File: src/common/periph_mem_config.svh
/*
 * Build-time constants for the peripheral memory subsystem.
 * Include this header wherever a width, base address, line timing value
 * or the flash credit count is needed.
 */
`ifndef PERIPH_MEM_CONFIG_SVH
`define PERIPH_MEM_CONFIG_SVH

`define PM_ADDR_W        14       // 16K words.
`define PM_DATA_W        16
`define PM_FETCH_LEN     8        // Words per fetch burst.
`define PM_LINE_PERIOD   64       // Cycles per display line.
`define PM_LINES         4        // Lines per frame.
`define PM_LINE_W        2        // Width of the line index.
`define PM_SPRITE_BASE   14'h3f00 // Sprite attribute table.
`define PM_BG_BASE       14'h3e00 // Tile map, one run per line.
`define PM_FLASH_CREDITS 4        // Flash FIFO depth and initial credits.

`endif

File: src/common/periph_mem_pkg.sv
/*
 * Types shared by the peripheral memory RTL and its testbench:
 * grant codes, RAM request records and the fetched payload records.
 * Import with a wildcard in the module header.
 */
`default_nettype none

`include "periph_mem_config.svh"

package periph_mem_pkg;

	// Encoding is the arbiter state encoding.
	typedef enum logic [1:0] {
		GNT_CPU    = 2'd0,
		GNT_FLASH  = 2'd1,
		GNT_BG0    = 2'd2,
		GNT_SPRITE = 2'd3
	} grant_t;

	// ########################################
	// Requests.
	typedef struct packed {
		logic                  valid;
		logic [`PM_ADDR_W-1:0] addr;
		logic [`PM_DATA_W-1:0] wdata;
		logic                  wr;
		logic [1:0]            wr_mask; // One bit per byte.
	} mem_req_t;

	typedef struct packed {
		logic                  valid;
		logic [`PM_ADDR_W-1:0] addr;
	} rd_req_t;

	typedef struct packed {
		logic                  valid;
		logic [`PM_ADDR_W-1:0] addr;
		logic [`PM_DATA_W-1:0] data;
	} flash_word_t;

	// ########################################
	// Payloads.
	typedef struct packed {
		logic [7:0] y_off;
		logic [6:0] tile;
		logic       flip;
	} sprite_attr_t;

	typedef struct packed {
		logic [3:0]  palette;
		logic [11:0] tile;
	} tile_word_t;

	typedef struct packed {
		logic         valid;
		sprite_attr_t attr;
	} sprite_out_t;

	typedef struct packed {
		logic       valid;
		tile_word_t word;
	} tile_out_t;

endpackage

`default_nettype wire

File: src/rtl/fetch/fetch_engine.sv
/*
 * Burst reader for one display fetcher.
 * On start it reads PM_FETCH_LEN consecutive words from base, one per
 * granted cycle, and presents each word one cycle after its read as
 * payload_t. The output cannot be stalled.
 */
`default_nettype none

`include "periph_mem_config.svh"

module fetch_engine
	import periph_mem_pkg::*;
#(
	parameter type    payload_t = logic [`PM_DATA_W-1:0],
	parameter grant_t GRANT_ID  = GNT_SPRITE
) (
	input  wire logic                  CLK,
	input  wire logic                  RSTb,
	input  wire logic                  start,
	input  wire logic [`PM_ADDR_W-1:0] base,
	input  wire grant_t                grant,
	input  wire logic [`PM_DATA_W-1:0] rdata,
	output rd_req_t                    req,
	output logic                       out_valid,
	output payload_t                   out_data
);

	localparam int CNT_W = $clog2(`PM_FETCH_LEN + 1);

	logic [`PM_ADDR_W-1:0] addr_r;
	logic [CNT_W-1:0]      cnt_r;   // Words still to request.
	logic                  pend_r;  // Read issued last cycle.
	logic                  take;

	assign req.valid = (cnt_r != '0);
	assign req.addr  = addr_r;

	// An address is consumed on every cycle we own the port.
	assign take = req.valid && (grant == GRANT_ID);

	always_ff @(posedge CLK) begin
		if (!RSTb) begin
			cnt_r  <= '0;
			pend_r <= 1'b0;
		end else begin
			pend_r <= take;
			if (start)
				cnt_r <= CNT_W'(`PM_FETCH_LEN);
			else if (take)
				cnt_r <= cnt_r - 1'b1;
		end
	end

	// Read address, reloaded from base at each start.
	always_ff @(posedge CLK) begin
		if (start)
			addr_r <= base;
		else if (take)
			addr_r <= addr_r + 1'b1;
	end

	// RAM read data is registered, so it lines up with the pending flag.
	assign out_valid = pend_r;
	assign out_data  = payload_t'(rdata);

endmodule

`default_nettype wire

File: config.mk
export PLATFORM = sky130hd
export DESIGN_NAME = fetch_engine
export DESIGN_NICKNAME = d
export VERILOG_FILES = /design/src/common/periph_mem_pkg.sv /design/src/rtl/fetch/fetch_engine.sv
export VERILOG_INCLUDE_DIRS = /design/src /design/src/common
export SDC_FILE = /design/constraint.sdc
export NUM_CORES = 1
export LEC_CHECK = 0
export ABC_AREA = 0
export BUFFER_PORTS_ARGS = -buffer_cell sky130_fd_sc_hd__buf_2
export CAP_MARGIN = 30
export CELL_PAD_IN_SITES_DETAIL_PLACEMENT = 0
export CELL_PAD_IN_SITES_GLOBAL_PLACEMENT = 1
export CORE_MARGIN = 3
export CORE_UTILIZATION = 31
export DETAILED_ROUTE_END_ITERATION = 7
export GPL_TIMING_DRIVEN = 0
export PLACE_DENSITY = 0.8
export REMOVE_ABC_BUFFERS = 1
export SLEW_MARGIN = 25
export SYNTH_ARGS = -nofsm -noshare
export SYNTH_HDL_FRONTEND = slang
export SYNTH_SLANG_ARGS = --single-unit
File: constraint.sdc
create_clock -name CLK -period 2.3 [get_ports CLK]
set_input_delay 0.23 -clock CLK [delete_from_list [all_inputs] [get_ports CLK]]
set_output_delay 0.23 -clock CLK [all_outputs]
set_load 0.03 [all_outputs]
# [Word-level counts from Yosys, hierarchy flattened]
# Index checks and enable logic that the tools add are counted.
# Widths: inputs -> output; s select.
[word_totals] regBits=19 in_bits=35 elab_cells=16 output_inout_bits=32
[op_classes] n_eq_ne=1 mux=4 n_bitwise=1 n_addsub=2 reduce_logical=4
[op_table] operator="$mux 14" n=2
[op_table] operator="$add 14x1->14 const B" n=1
[op_table] operator="$mux 4" n=2
[op_table] operator="$reduce_bool 4->1" n=1
[op_table] operator="$sub 4x1->4 const B" n=1
[op_table] operator="$eq 2x2->1 const B" n=1
[op_table] operator="$reduce_bool 2->1" n=1
[op_table] operator="$reduce_or 2->1" n=1
[op_table] operator="$logic_and 1x1->1" n=1
[op_table] operator="$not 1->1" n=1

# [Longest topological paths before layout]
# Gate-level depths: netlist of run 1.
[logic_depth] word_depth=4 ltp_mapped=6 mapped_depth_nobuf=6

# [Least setup slack after synthesis of run 1]
# OpenSTA, ideal clock, no wires.
[synth_timing] path_kind="register to register" start="register cnt_r[0]" end="register addr_r[0] (enable)" setup_ns=0.313 path_buffers=0 path_stages_with_launch=6 t_arrival_ns=1.535 t_required_ns=1.987 path_slack_ns=0.452 synth_period_minus_slack_ns=1.848 path_cell_list="dfxtp_1 inv_1 ha_1 or3b_4 and3_4 or2_1"
[synth_rtl] item="start, declared" line="fetch_engine.sv:31" text="logic [CNT_W-1:0] cnt_r;"
[synth_rtl] item="start signal, assigned" line="fetch_engine.sv:48" text="cnt_r <= CNT_W'(`PM_FETCH_LEN);"
[synth_rtl] item="start signal, assigned" line="fetch_engine.sv:50" text="cnt_r <= cnt_r - 1'b1;"
[synth_rtl] item="end signal, assigned" line="fetch_engine.sv:57" text="addr_r <= base;"
[synth_rtl] item="end signal, assigned" line="fetch_engine.sv:59" text="addr_r <= addr_r + 1'b1;"
[synth_rtl] item="end, declared" line="fetch_engine.sv:30" text="logic [`PM_ADDR_W-1:0] addr_r;"

# [Worst setup path in the final report of run 1]
[layout_timing] start="register cnt_r[0]" end="register addr_r[1] (enable)"
[layout_between] elab_chain_len=3
[layout_lines] item="$reduce_bool 4->1" line="fetch_engine.sv:35" text="assign req.valid = (cnt_r != '0);"
[layout_lines] item="$logic_and 1x1->1" line="fetch_engine.sv:39" text="assign take = req.valid && (grant == GRANT_ID);"
[layout_lines] item="$reduce_bool 2->1 (no source line)"
# No other way between the ends.
# A chain may end at the register's enable or synchronous reset.

==> qor.txt, run 1 <==
outcome - complete, no violations
first-pass GRT wire length - 4.17 mm
post-synth top area cell - edfxtp_1
PwrDens - 646 mW/mm^2
Clock Path Buffers - 2
Worst VDD drop - 381 uV
worst path cell trace - inv_1 > ha_1 > or3b_4 > and3_4 > or2_1
Post-DP Area - 0.00129 mm^2
top cells by count, synth - nand2_1 (18), buf_4 (16), edfxtp_1 (14)
final setup fails - 0
die area - 0.00463 mm^2
final worst-path cycle share - 86.9%
Max Clk Rate - 500 MHz
P&R area growth vs syn - 11.9%
RSZ-0062 raised after global routing - no
Root Driver - clkbuf_8
number of I/O pins - 67
relative slew slack - 58.2%
vias in the first global route - 937
layout net count - 176
Pleak - 0.507 nW
CP arrival - 1.89 ns
layout cells sized above 1 - 34.3%
Final Hold Viols - 0
synth warn - 0
Yosys cell types - 30
Post-CTS Hold Buffers - 0
GP Congestion - 0.749
Seq/Total Area, Yosys - 43.7%
post-CTS setup buffer count - 0
DIE WIDTH - 68.0 um
initial antenna violation count - 0
DIE HEIGHT - 68.0 um
largest net degree at the start of global routing - 31
CTS H-tree lvls - 1
per-cell routed wire length - 14.1 um
Tmin final - 2.00 ns
post_cts resized - 0
Slew Limit Fails - 0
Mapped Cells - 118
Synth area leaders - edfxtp_1 (35%), buf_4 (10%), dfxtp_1 (8.4%), xnor2_1 (6.6%), nand2_1 (5.7%)
Synth top area share - 35.3%
Hold Crit Class - in -> reg
most frequent cell after synthesis - nand2_1
all-layer global routing usage - 12.1%
FF+latch count, synth - 19
fillers - 383
final instance area - 0.00133 mm^2
syn_area_per_cell - 10.1 um^2
Synth Area in Compound Gates - 6.72%
area of the multi-input gates - 529 um^2
final WL - 2.57 mm
global route overflow - 0
final setup TNS - 0 ns
IO Port Bufs - 34
Sink Count - 19
Initial Util - 33.9%
reg2reg setup slack - 0.30 ns
Final ANT Viol Nets - 0
Worst Tran Pin Value - 0.626 ns
total number of vias - 887
Num CTS Buffers - 3
crit start category - flip-flop
Core ar. - 0.00352 mm^2
Antenna Cells - 0
dpl hpwl - 1.96 mm
EDFF count, synth - 14
main combinational cell family by area after synthesis - simple AND/OR/NAND/NOR gates
Clock transition at path regs - 0.07 ns
Starting DRT DRC Count - 60
Syn Std Cell Area - 0.00119 mm^2
max-cap violations - 0
Synth Area in XOR/XNOR - 11.0%
flip-flop and latch area - 520 um^2
clock skew - 0.00592 ns
CTS tree - built
CP max FO - 14
async set-reset flop share out of synthesis - 0%
Worst-Skew Late Latency - 0.26 ns
Synth Area in Adders - 3.15%
DRC violation count after routing - 0
DRT Pass-1 Iters - 4
crit path kind - reg -> reg
vias per cell - 4.85
Synth Flop Type - edfxtp_1
num rows - 21
Synth Area in Simple Gates - 22.6%
CP peak stage delay - 0.51 ns
Slowest-stage cell, CP - or2_1
mux share of post-synthesis cell area - 0.944%
CP endpoint kind - flip-flop
critical path required time - 2.19 ns
## registers in the layout, summed over array words and instances (netlist names)
name	count
out_valid	1
cnt_r	4
addr_r	14
## layout by cell type (no fill, tap or decap), drive strengths merged
| master | n |
|---|---|
| or2 | 1 |
| nand4 | 3 |
| and2 | 1 |
| inv | 3 |
| mux2 | 1 |
| nor4 | 2 |
| nand2 | 18 |
| and3 | 2 |
| nor3 | 3 |
| nor4b | 1 |
| nand2b | 1 |
| xnor2 | 9 |
| nand3 | 3 |
| nor2 | 4 |
| dfxtp | 5 |
| or3b | 1 |
| xor2 | 6 |
| buf | 34 |
| a211oi | 1 |
| ha | 3 |
| edfxtp | 14 |
| and4 | 3 |
| o21a | 1 |
| clkbuf | 4 |
| o21ai | 13 |
## kinds of logic after synthesis
| kind of cell | after synthesis |
|---|---|
| XOR/XNOR | 15 |
| AND/OR/NAND/NOR | 43 |
| adder cells (fa/ha/maj) | 3 |
| AO/OA/AOI/OAI | 15 |
| buffers and inverters | 22 |
| flip-flops | 19 |
| multiplexers | 1 |
## through the flow
step	total power, mW	cells	util [%]	setup WS (ns)	hold WS [ns]
6_report	0.861	183	37.9	0.301	0.211
3_3_place_gp	0.634	179	36.6	0.360	0.460
4_1_cts	0.873	183	37.9	0.274	0.208
2_1_floorplan	0.571	99	-	0.452	0.348
5_1_grt	0.913	183	37.9	0.200	0.212
3_5_place_dp	0.640	179	36.6	0.291	0.460
## critical path: cells and delay by family, from the launching register on
kind / cells / cell delay, ns
flip-flops: 1 / 0.38
buffers and inverters: 1 / 0.08
AND/OR/NAND/NOR: 3 / 0.96
adder cells (fa/ha/maj): 1 / 0.20
## routing by layer
metal	global-route usage, %	wire length (um)	part of all wire (%)	vias up
li1	-	-	-	431
met1	12.9	1080	42	400
met2	20.3	1150	45	54
met3	8.05	344	13	2
met4	1.49	5	0.19	0
met5	0	0	0	-
## layout make-up
class	instances	share of cell area [%]
Tap cell	46	4.32
Multi-Input combinational cell	77	39.7
Clock buffer	4	3.38
Inverter	3	0.844
Sequential cell	19	39.0
Timing Repair Buffer	34	12.8
## power by group
part | internal [mW] | leakage (nW) | switching (mW)
logic | 0.0700 | 0.303 | 0.117
registers | 0.405 | 0.181 | 0.0370
clock network | 0.123 | 0.0228 | 0.108
## worst paths after layout
check	start	endpoint	cells past startpoint
worst max-delay path	cnt_r[0]	addr_r[1]	5
worst min-delay path	RSTb	cnt_r[3]	2
worst max register to register	cnt_r[0]	addr_r[1]	5
worst min register to register	cnt_r[1]	cnt_r[1]	2
Power figures use the tool's default switching activity.
==> run 2, diff against run 1 <==
CORE_ASPECT_RATIO = 1.1   (was not set)
==> run 2 against run 1 <==
Hold slack got worse by 0.0059 ns. Fmax increased by 0.55%. Sequential share of layout area decreased by 0.15 points. Critical path depth unchanged. Power about the same. Sequential power about the same. Sequential cell count unchanged. First-iteration DRC count decreased by 77%. Clock power about the same. Non-clock buffer count unchanged.
==> qor.txt, run 2 (synthesized netlist as in run 1, its figures left out) <==
Worst Tran Pin Value - 0.643 ns (+0.0165 ns)
Final ANT Viol Nets - 0 (unchanged)
Most flops, register - addr_r
crit path kind - reg -> reg
die area - 0.00463 mm^2 (about the same)
most frequent cells in the layout - buf_2 (34), nand2_1 (18), edfxtp_1 (14)
Worst VDD drop - 243 uV (-36%)
post_cts resized - 0 (unchanged)
CP max FO - 14 (unchanged)
Clock transition at path regs - 0.07 ns (about the same)
CP endpoint kind - flip-flop
outcome - complete, no violations
Sink Count - 19 (unchanged)
global route overflow - 0 (unchanged)
critical path required time - 2.19 ns (about the same)
final WL - 2.58 mm (+0.39%)
num rows - 23 (+9.5%)
CTS tree - built
Post-DP Area - 0.00129 mm^2 (+0.39%)
Worst-Skew Late Latency - 0.25 ns (about the same)
P&R area growth vs syn - 12.3%
final worst slack - 0.312 ns (+0.0109 ns)
CP arrival - 1.88 ns (about the same)
number of I/O pins - 67 (unchanged)
PwrDens - 643 mW/mm^2 (-0.39%)
Num CTS Buffers - 3 (unchanged)
Hold Crit Class - in -> reg
vias in the first global route - 974 (+3.9%)
Initial Util - 32.4% (-1.5 points)
Antenna Cells - 0 (unchanged)
GP Congestion - 0.713 (-4.8%)
Final Power - 861 uW (about the same)
RSZ-0062 raised after global routing - no
Net Sw Frac - 30.5% (+0.039 points)
first-pass GRT wire length - 4.26 mm (+2.3%)
largest net degree at the start of global routing - 31 (unchanged)
layout net count - 176 (unchanged)
Starting DRT DRC Count - 14 (-77%)
final worst-path cycle share - 86.4% (-0.48 points)
Pleak - 0.507 nW (unchanged)
IO Port Bufs - 34 (unchanged)
Internal - 598 uW (about the same)
CTS H-tree lvls - 1 (unchanged)
DIE HEIGHT - 71.0 um (+4.4%)
per-cell routed wire length - 13.8 um (-1.8%)
Sw Pwr - 263 uW (+0.12%)
worst slack at placement - 0.287 ns (-0.00388 ns)
Slew Limit Fails - 0 (unchanged)
Max Clk Rate - 503 MHz (+0.55%)
post-CTS setup buffer count - 0 (unchanged)
DRC violation count after routing - 0 (unchanged)
final setup fails - 0 (unchanged)
clock power share - 26.8% (about the same)
DRT Pass-1 Iters - 3 (-1)
Clock Path Buffers - 2 (unchanged)
initial antenna violation count - 0 (unchanged)
layout cells sized above 1 - 34.3% (unchanged)
clock skew - 0.00384 ns (-0.00209 ns)
relative slew slack - 57.1% (-1.1 points)
power share of the combinational group - 21.8% (about the same)
Tmin final - 1.99 ns (-0.0109 ns)
Reg power frac - 51.4% (about the same)
all-layer global routing usage - 11.6% (-0.52 points)
total number of vias - 898 (+1.2%)
vias per cell - 4.80 (-0.93%)
Post-CTS Hold Buffers - 0 (unchanged)
commonest non-fill, non-tap cell in the layout - buf_2
final instance area - 0.00134 mm^2 (+0.37%)
Final Hold Viols - 0 (unchanged)
final setup TNS - 0 ns (unchanged)
Core ar. - 0.00368 mm^2 (+4.6%)
dpl hpwl - 1.99 mm (+1.5%)
Root Driver - clkbuf_8
fillers - 408 (+6.5%)
DIE WIDTH - 65.1 um (-4.2%)
crit start category - flip-flop
max-cap violations - 0 (unchanged)
max reg flops - 14 (unchanged)
==> run 2: routing by layer <==
metal	up-vias	track usage (%)	routed length [um]
met5	-	3.41	0
met4	0	2.30	0
met3	0	6.67	296
met2	43	19.4	1250
met1	422	12.5	1040
li1	433	-	-
==> run 2: worst paths after layout <==
path	end	cells past startpoint	from	slack, ns
worst min register to register	cnt_r[2]	2	cnt_r[2]	0.56
worst max-delay path	addr_r[9]	5	cnt_r[0]	0.31
worst min-delay path	cnt_r[3]	2	RSTb	0.21
worst max register to register	addr_r[9]	5	cnt_r[0]	0.31
==> run 2: area by class of cell <==
cell class                 instances  area, um^2  share of cell area [%]
clock buffer                       4        45.0                    3.36
inverter                           3        11.3                   0.841
tap                               50        62.6                    4.67
sequential                        19         520                    38.9
multi-input combinational         77         529                    39.5
timing repair buffer              34         170                    12.7
==> run 2: power groups by stage <==
stage | combinational [mW] | clock (mW) | sequential [mW]
2_1_floorplan | 0.0773 | 0 | 0.493
3_3_place_gp | 0.186 | 0 | 0.449
3_5_place_dp | 0.190 | 0 | 0.450
4_1_cts | 0.191 | 0.237 | 0.443
5_1_grt | 0.206 | 0.253 | 0.449
6_report | 0.188 | 0.231 | 0.442
==> run 2: critical path, cell delays in order (launching register included) <==
cell,delay (ns)
dfxtp_1,0.37
inv_1,0.08
ha_1,0.20
or3b_4,0.24
and3_4,0.21
or2_1,0.52
==> run 2: metrics by stage <==
stage,cells,hold slack (ns),utilization [%]
final,187,0.205,36.3
after global routing,187,0.228,36.3
after CTS,187,0.202,36.3
after detailed placement,183,0.460,35.1
after floorplan,99,0.348,-
after global placement,183,0.460,35.1
==> run 3, diff against run 2 <==
RECOVER_POWER = 50   (was not set)
==> run 3 against run 2 <==
Combinational power down 3%. Utilization down 0.48 points. Largest power group unchanged. Hold slack is essentially flat. Cell count is the same. Clock-buffer cell count did not move. Register-to-register slack barely moved.
==> qor.txt, run 3 (synthesized netlist as in run 1, its figures left out) <==
first-pass GRT wire length - 4.26 mm (unchanged)
outcome - complete, no violations
worst r2r path cells - 5 (unchanged)
all-layer global routing usage - 11.6% (unchanged)
fillers - 412 (+0.98%)
flip-flop and latch area - 520 um^2 (unchanged)
per-cell routed wire length - 13.9 um (+0.62%)
final setup fails - 0 (unchanged)
final non-filler cell total - 187 (unchanged)
Reg-to-Reg End - addr_r[9]
P&R area growth vs syn - 10.8%
number of I/O pins - 67 (unchanged)
Worst-Skew Late Latency - 0.25 ns (about the same)
Slowest-stage cell, CP - or2_1
Slew Limit Fails - 0 (unchanged)
vias per cell - 4.82 (+0.33%)
worst r2r src - cnt_r[0]
relative slew slack - 57.1% (about the same)
DIE HEIGHT - 71.0 um (unchanged)
CP endpoint kind - flip-flop
CP arrival - 1.88 ns (about the same)
Sink Count - 19 (unchanged)
CTS H-tree lvls - 1 (unchanged)
worst path bufs/invs - 1 (unchanged)
Max Clk Rate - 503 MHz (about the same)
largest net degree at the start of global routing - 31 (unchanged)
Final ANT Viol Nets - 0 (unchanged)
layout net count - 176 (unchanged)
global route overflow - 0 (unchanged)
Num CTS Buffers - 3 (unchanged)
Starting DRT DRC Count - 15 (+1)
Antenna Cells - 0 (unchanged)
dpl hpwl - 1.99 mm (unchanged)
DRT Pass-1 Iters - 4 (+1)
DRC violation count after routing - 0 (unchanged)
Min-Delay Endpoint - cnt_r[3]
Core ar. - 0.00368 mm^2 (unchanged)
Tmin final - 1.99 ns (+0.000304 ns)
Final Power - 856 uW (-0.58%)
Post-CTS Hold Buffers - 0 (unchanged)
DIE WIDTH - 65.1 um (unchanged)
Worst VDD drop - 243 uV (about the same)
CP peak stage delay - 0.52 ns (about the same)
Worst Tran Pin Value - 0.643 ns (+0.000402 ns)
post_cts resized - 0 (unchanged)
reg2reg setup slack - 0.31 ns (about the same)
Clock transition at path regs - 0.07 ns (about the same)
Final Hold Viols - 0 (unchanged)
final worst slack - 0.312 ns (-0.000304 ns)
commonest non-fill, non-tap cell in the layout - buf_2
WHS Path Cells - 2 (unchanged)
num rows - 23 (unchanged)
max reg flops - 14 (unchanged)
worst path cell trace - inv_1 > ha_1 > or3b_4 > and3_4 > or2_1
die area - 0.00463 mm^2 (unchanged)
initial antenna violation count - 0 (unchanged)
GP Congestion - 0.713 (unchanged)
critical path required time - 2.19 ns (about the same)
total number of vias - 901 (+0.33%)
post-CTS setup buffer count - 0 (unchanged)
CP max FO - 14 (unchanged)
RSZ-0062 raised after global routing - no
area of the multi-input gates - 529 um^2 (unchanged)
Hold WS - 0.205 ns (-0.0000420 ns)
Pleak - 0.465 nW (-8.2%)
Most flops, register - addr_r
layout cells sized above 1 - 24.1% (-10 points)
placed insts - 183 (unchanged)
Hold Crit Class - in -> reg
crit path kind - reg -> reg
CTS tree - built
Root Driver - clkbuf_8
final WL - 2.60 mm (+0.62%)
final worst-path cycle share - 86.4% (about the same)
vias in the first global route - 974 (unchanged)
max-cap violations - 0 (unchanged)
Worst Hold Launch - RSTb
PwrDens - 648 mW/mm^2 (+0.74%)
Initial Util - 32.4% (unchanged)
crit start category - flip-flop
most frequent cells in the layout - buf_2 (20), nand2_1 (18), clkbuf_1 (15)
Clock Path Buffers - 2 (unchanged)
worst slack at placement - 0.287 ns (unchanged)
clock skew - 0.00381 ns (-0.0000345 ns)
CP delay by family, top - simple AND/OR/NAND/NOR gates
IO Port Bufs - 34 (unchanged)
final setup TNS - 0 ns (unchanged)
run 3: cell types whose count changed in the layout (fill, tap and decap cells not counted):
cell,previous run,this run
buf_2,34,20
clkbuf_1,1,15
run 3: per-stage QoR:
stage	util (%)	area, um^2
floorplan	-	1060
global placement	35.1	1290
detailed placement	35.1	1290
CTS	36.3	1340
global route	35.9	1320
finish	35.9	1320
run 3: final cells by class:
type / instances / share of cell area [%]
Clock buffer: 4 / 3.41
Timing Repair Buffer: 34 / 11.6
Sequential cell: 19 / 39.4
Inverter: 3 / 0.852
Multi-Input combinational cell: 77 / 40.1
Tap cell: 50 / 4.73
run 3: where the power goes:
part           switching, mW  leakage [nW]  total, mW  internal, mW
Clock                  0.108        0.0228      0.231         0.123
Sequential            0.0375         0.181      0.443         0.405
Combinational          0.118         0.262      0.182        0.0636
Total                  0.264         0.465      0.856         0.592
run 3: per-layer routing:
metal  vias to the layer above  wire, um  GRT usage (%)
li1                        433         -              -
met2                        43      1260           19.4
met4                         0         0           2.30
met1                       425      1040           12.5
met3                         0       301           6.67
met5                         -         0           3.41
run 3: worst max path at each step:
stage	cells past startpoint	end	startpoint
final	5	addr_r[9]	cnt_r[0]
after global placement	5	addr_r[0]	cnt_r[0]
after global routing	5	addr_r[9]	cnt_r[0]
after floorplan	5	addr_r[0]	cnt_r[0]
after detailed placement	5	addr_r[13]	cnt_r[0]
after CTS	5	addr_r[5]	cnt_r[0]
run 3: worst reg2reg max path, stage by stage (launching register included):
cell and delay, ns:
dfxtp_1 0.37, inv_1 0.08, ha_1 0.20, or3b_4 0.24, and3_4 0.21, or2_1 0.52
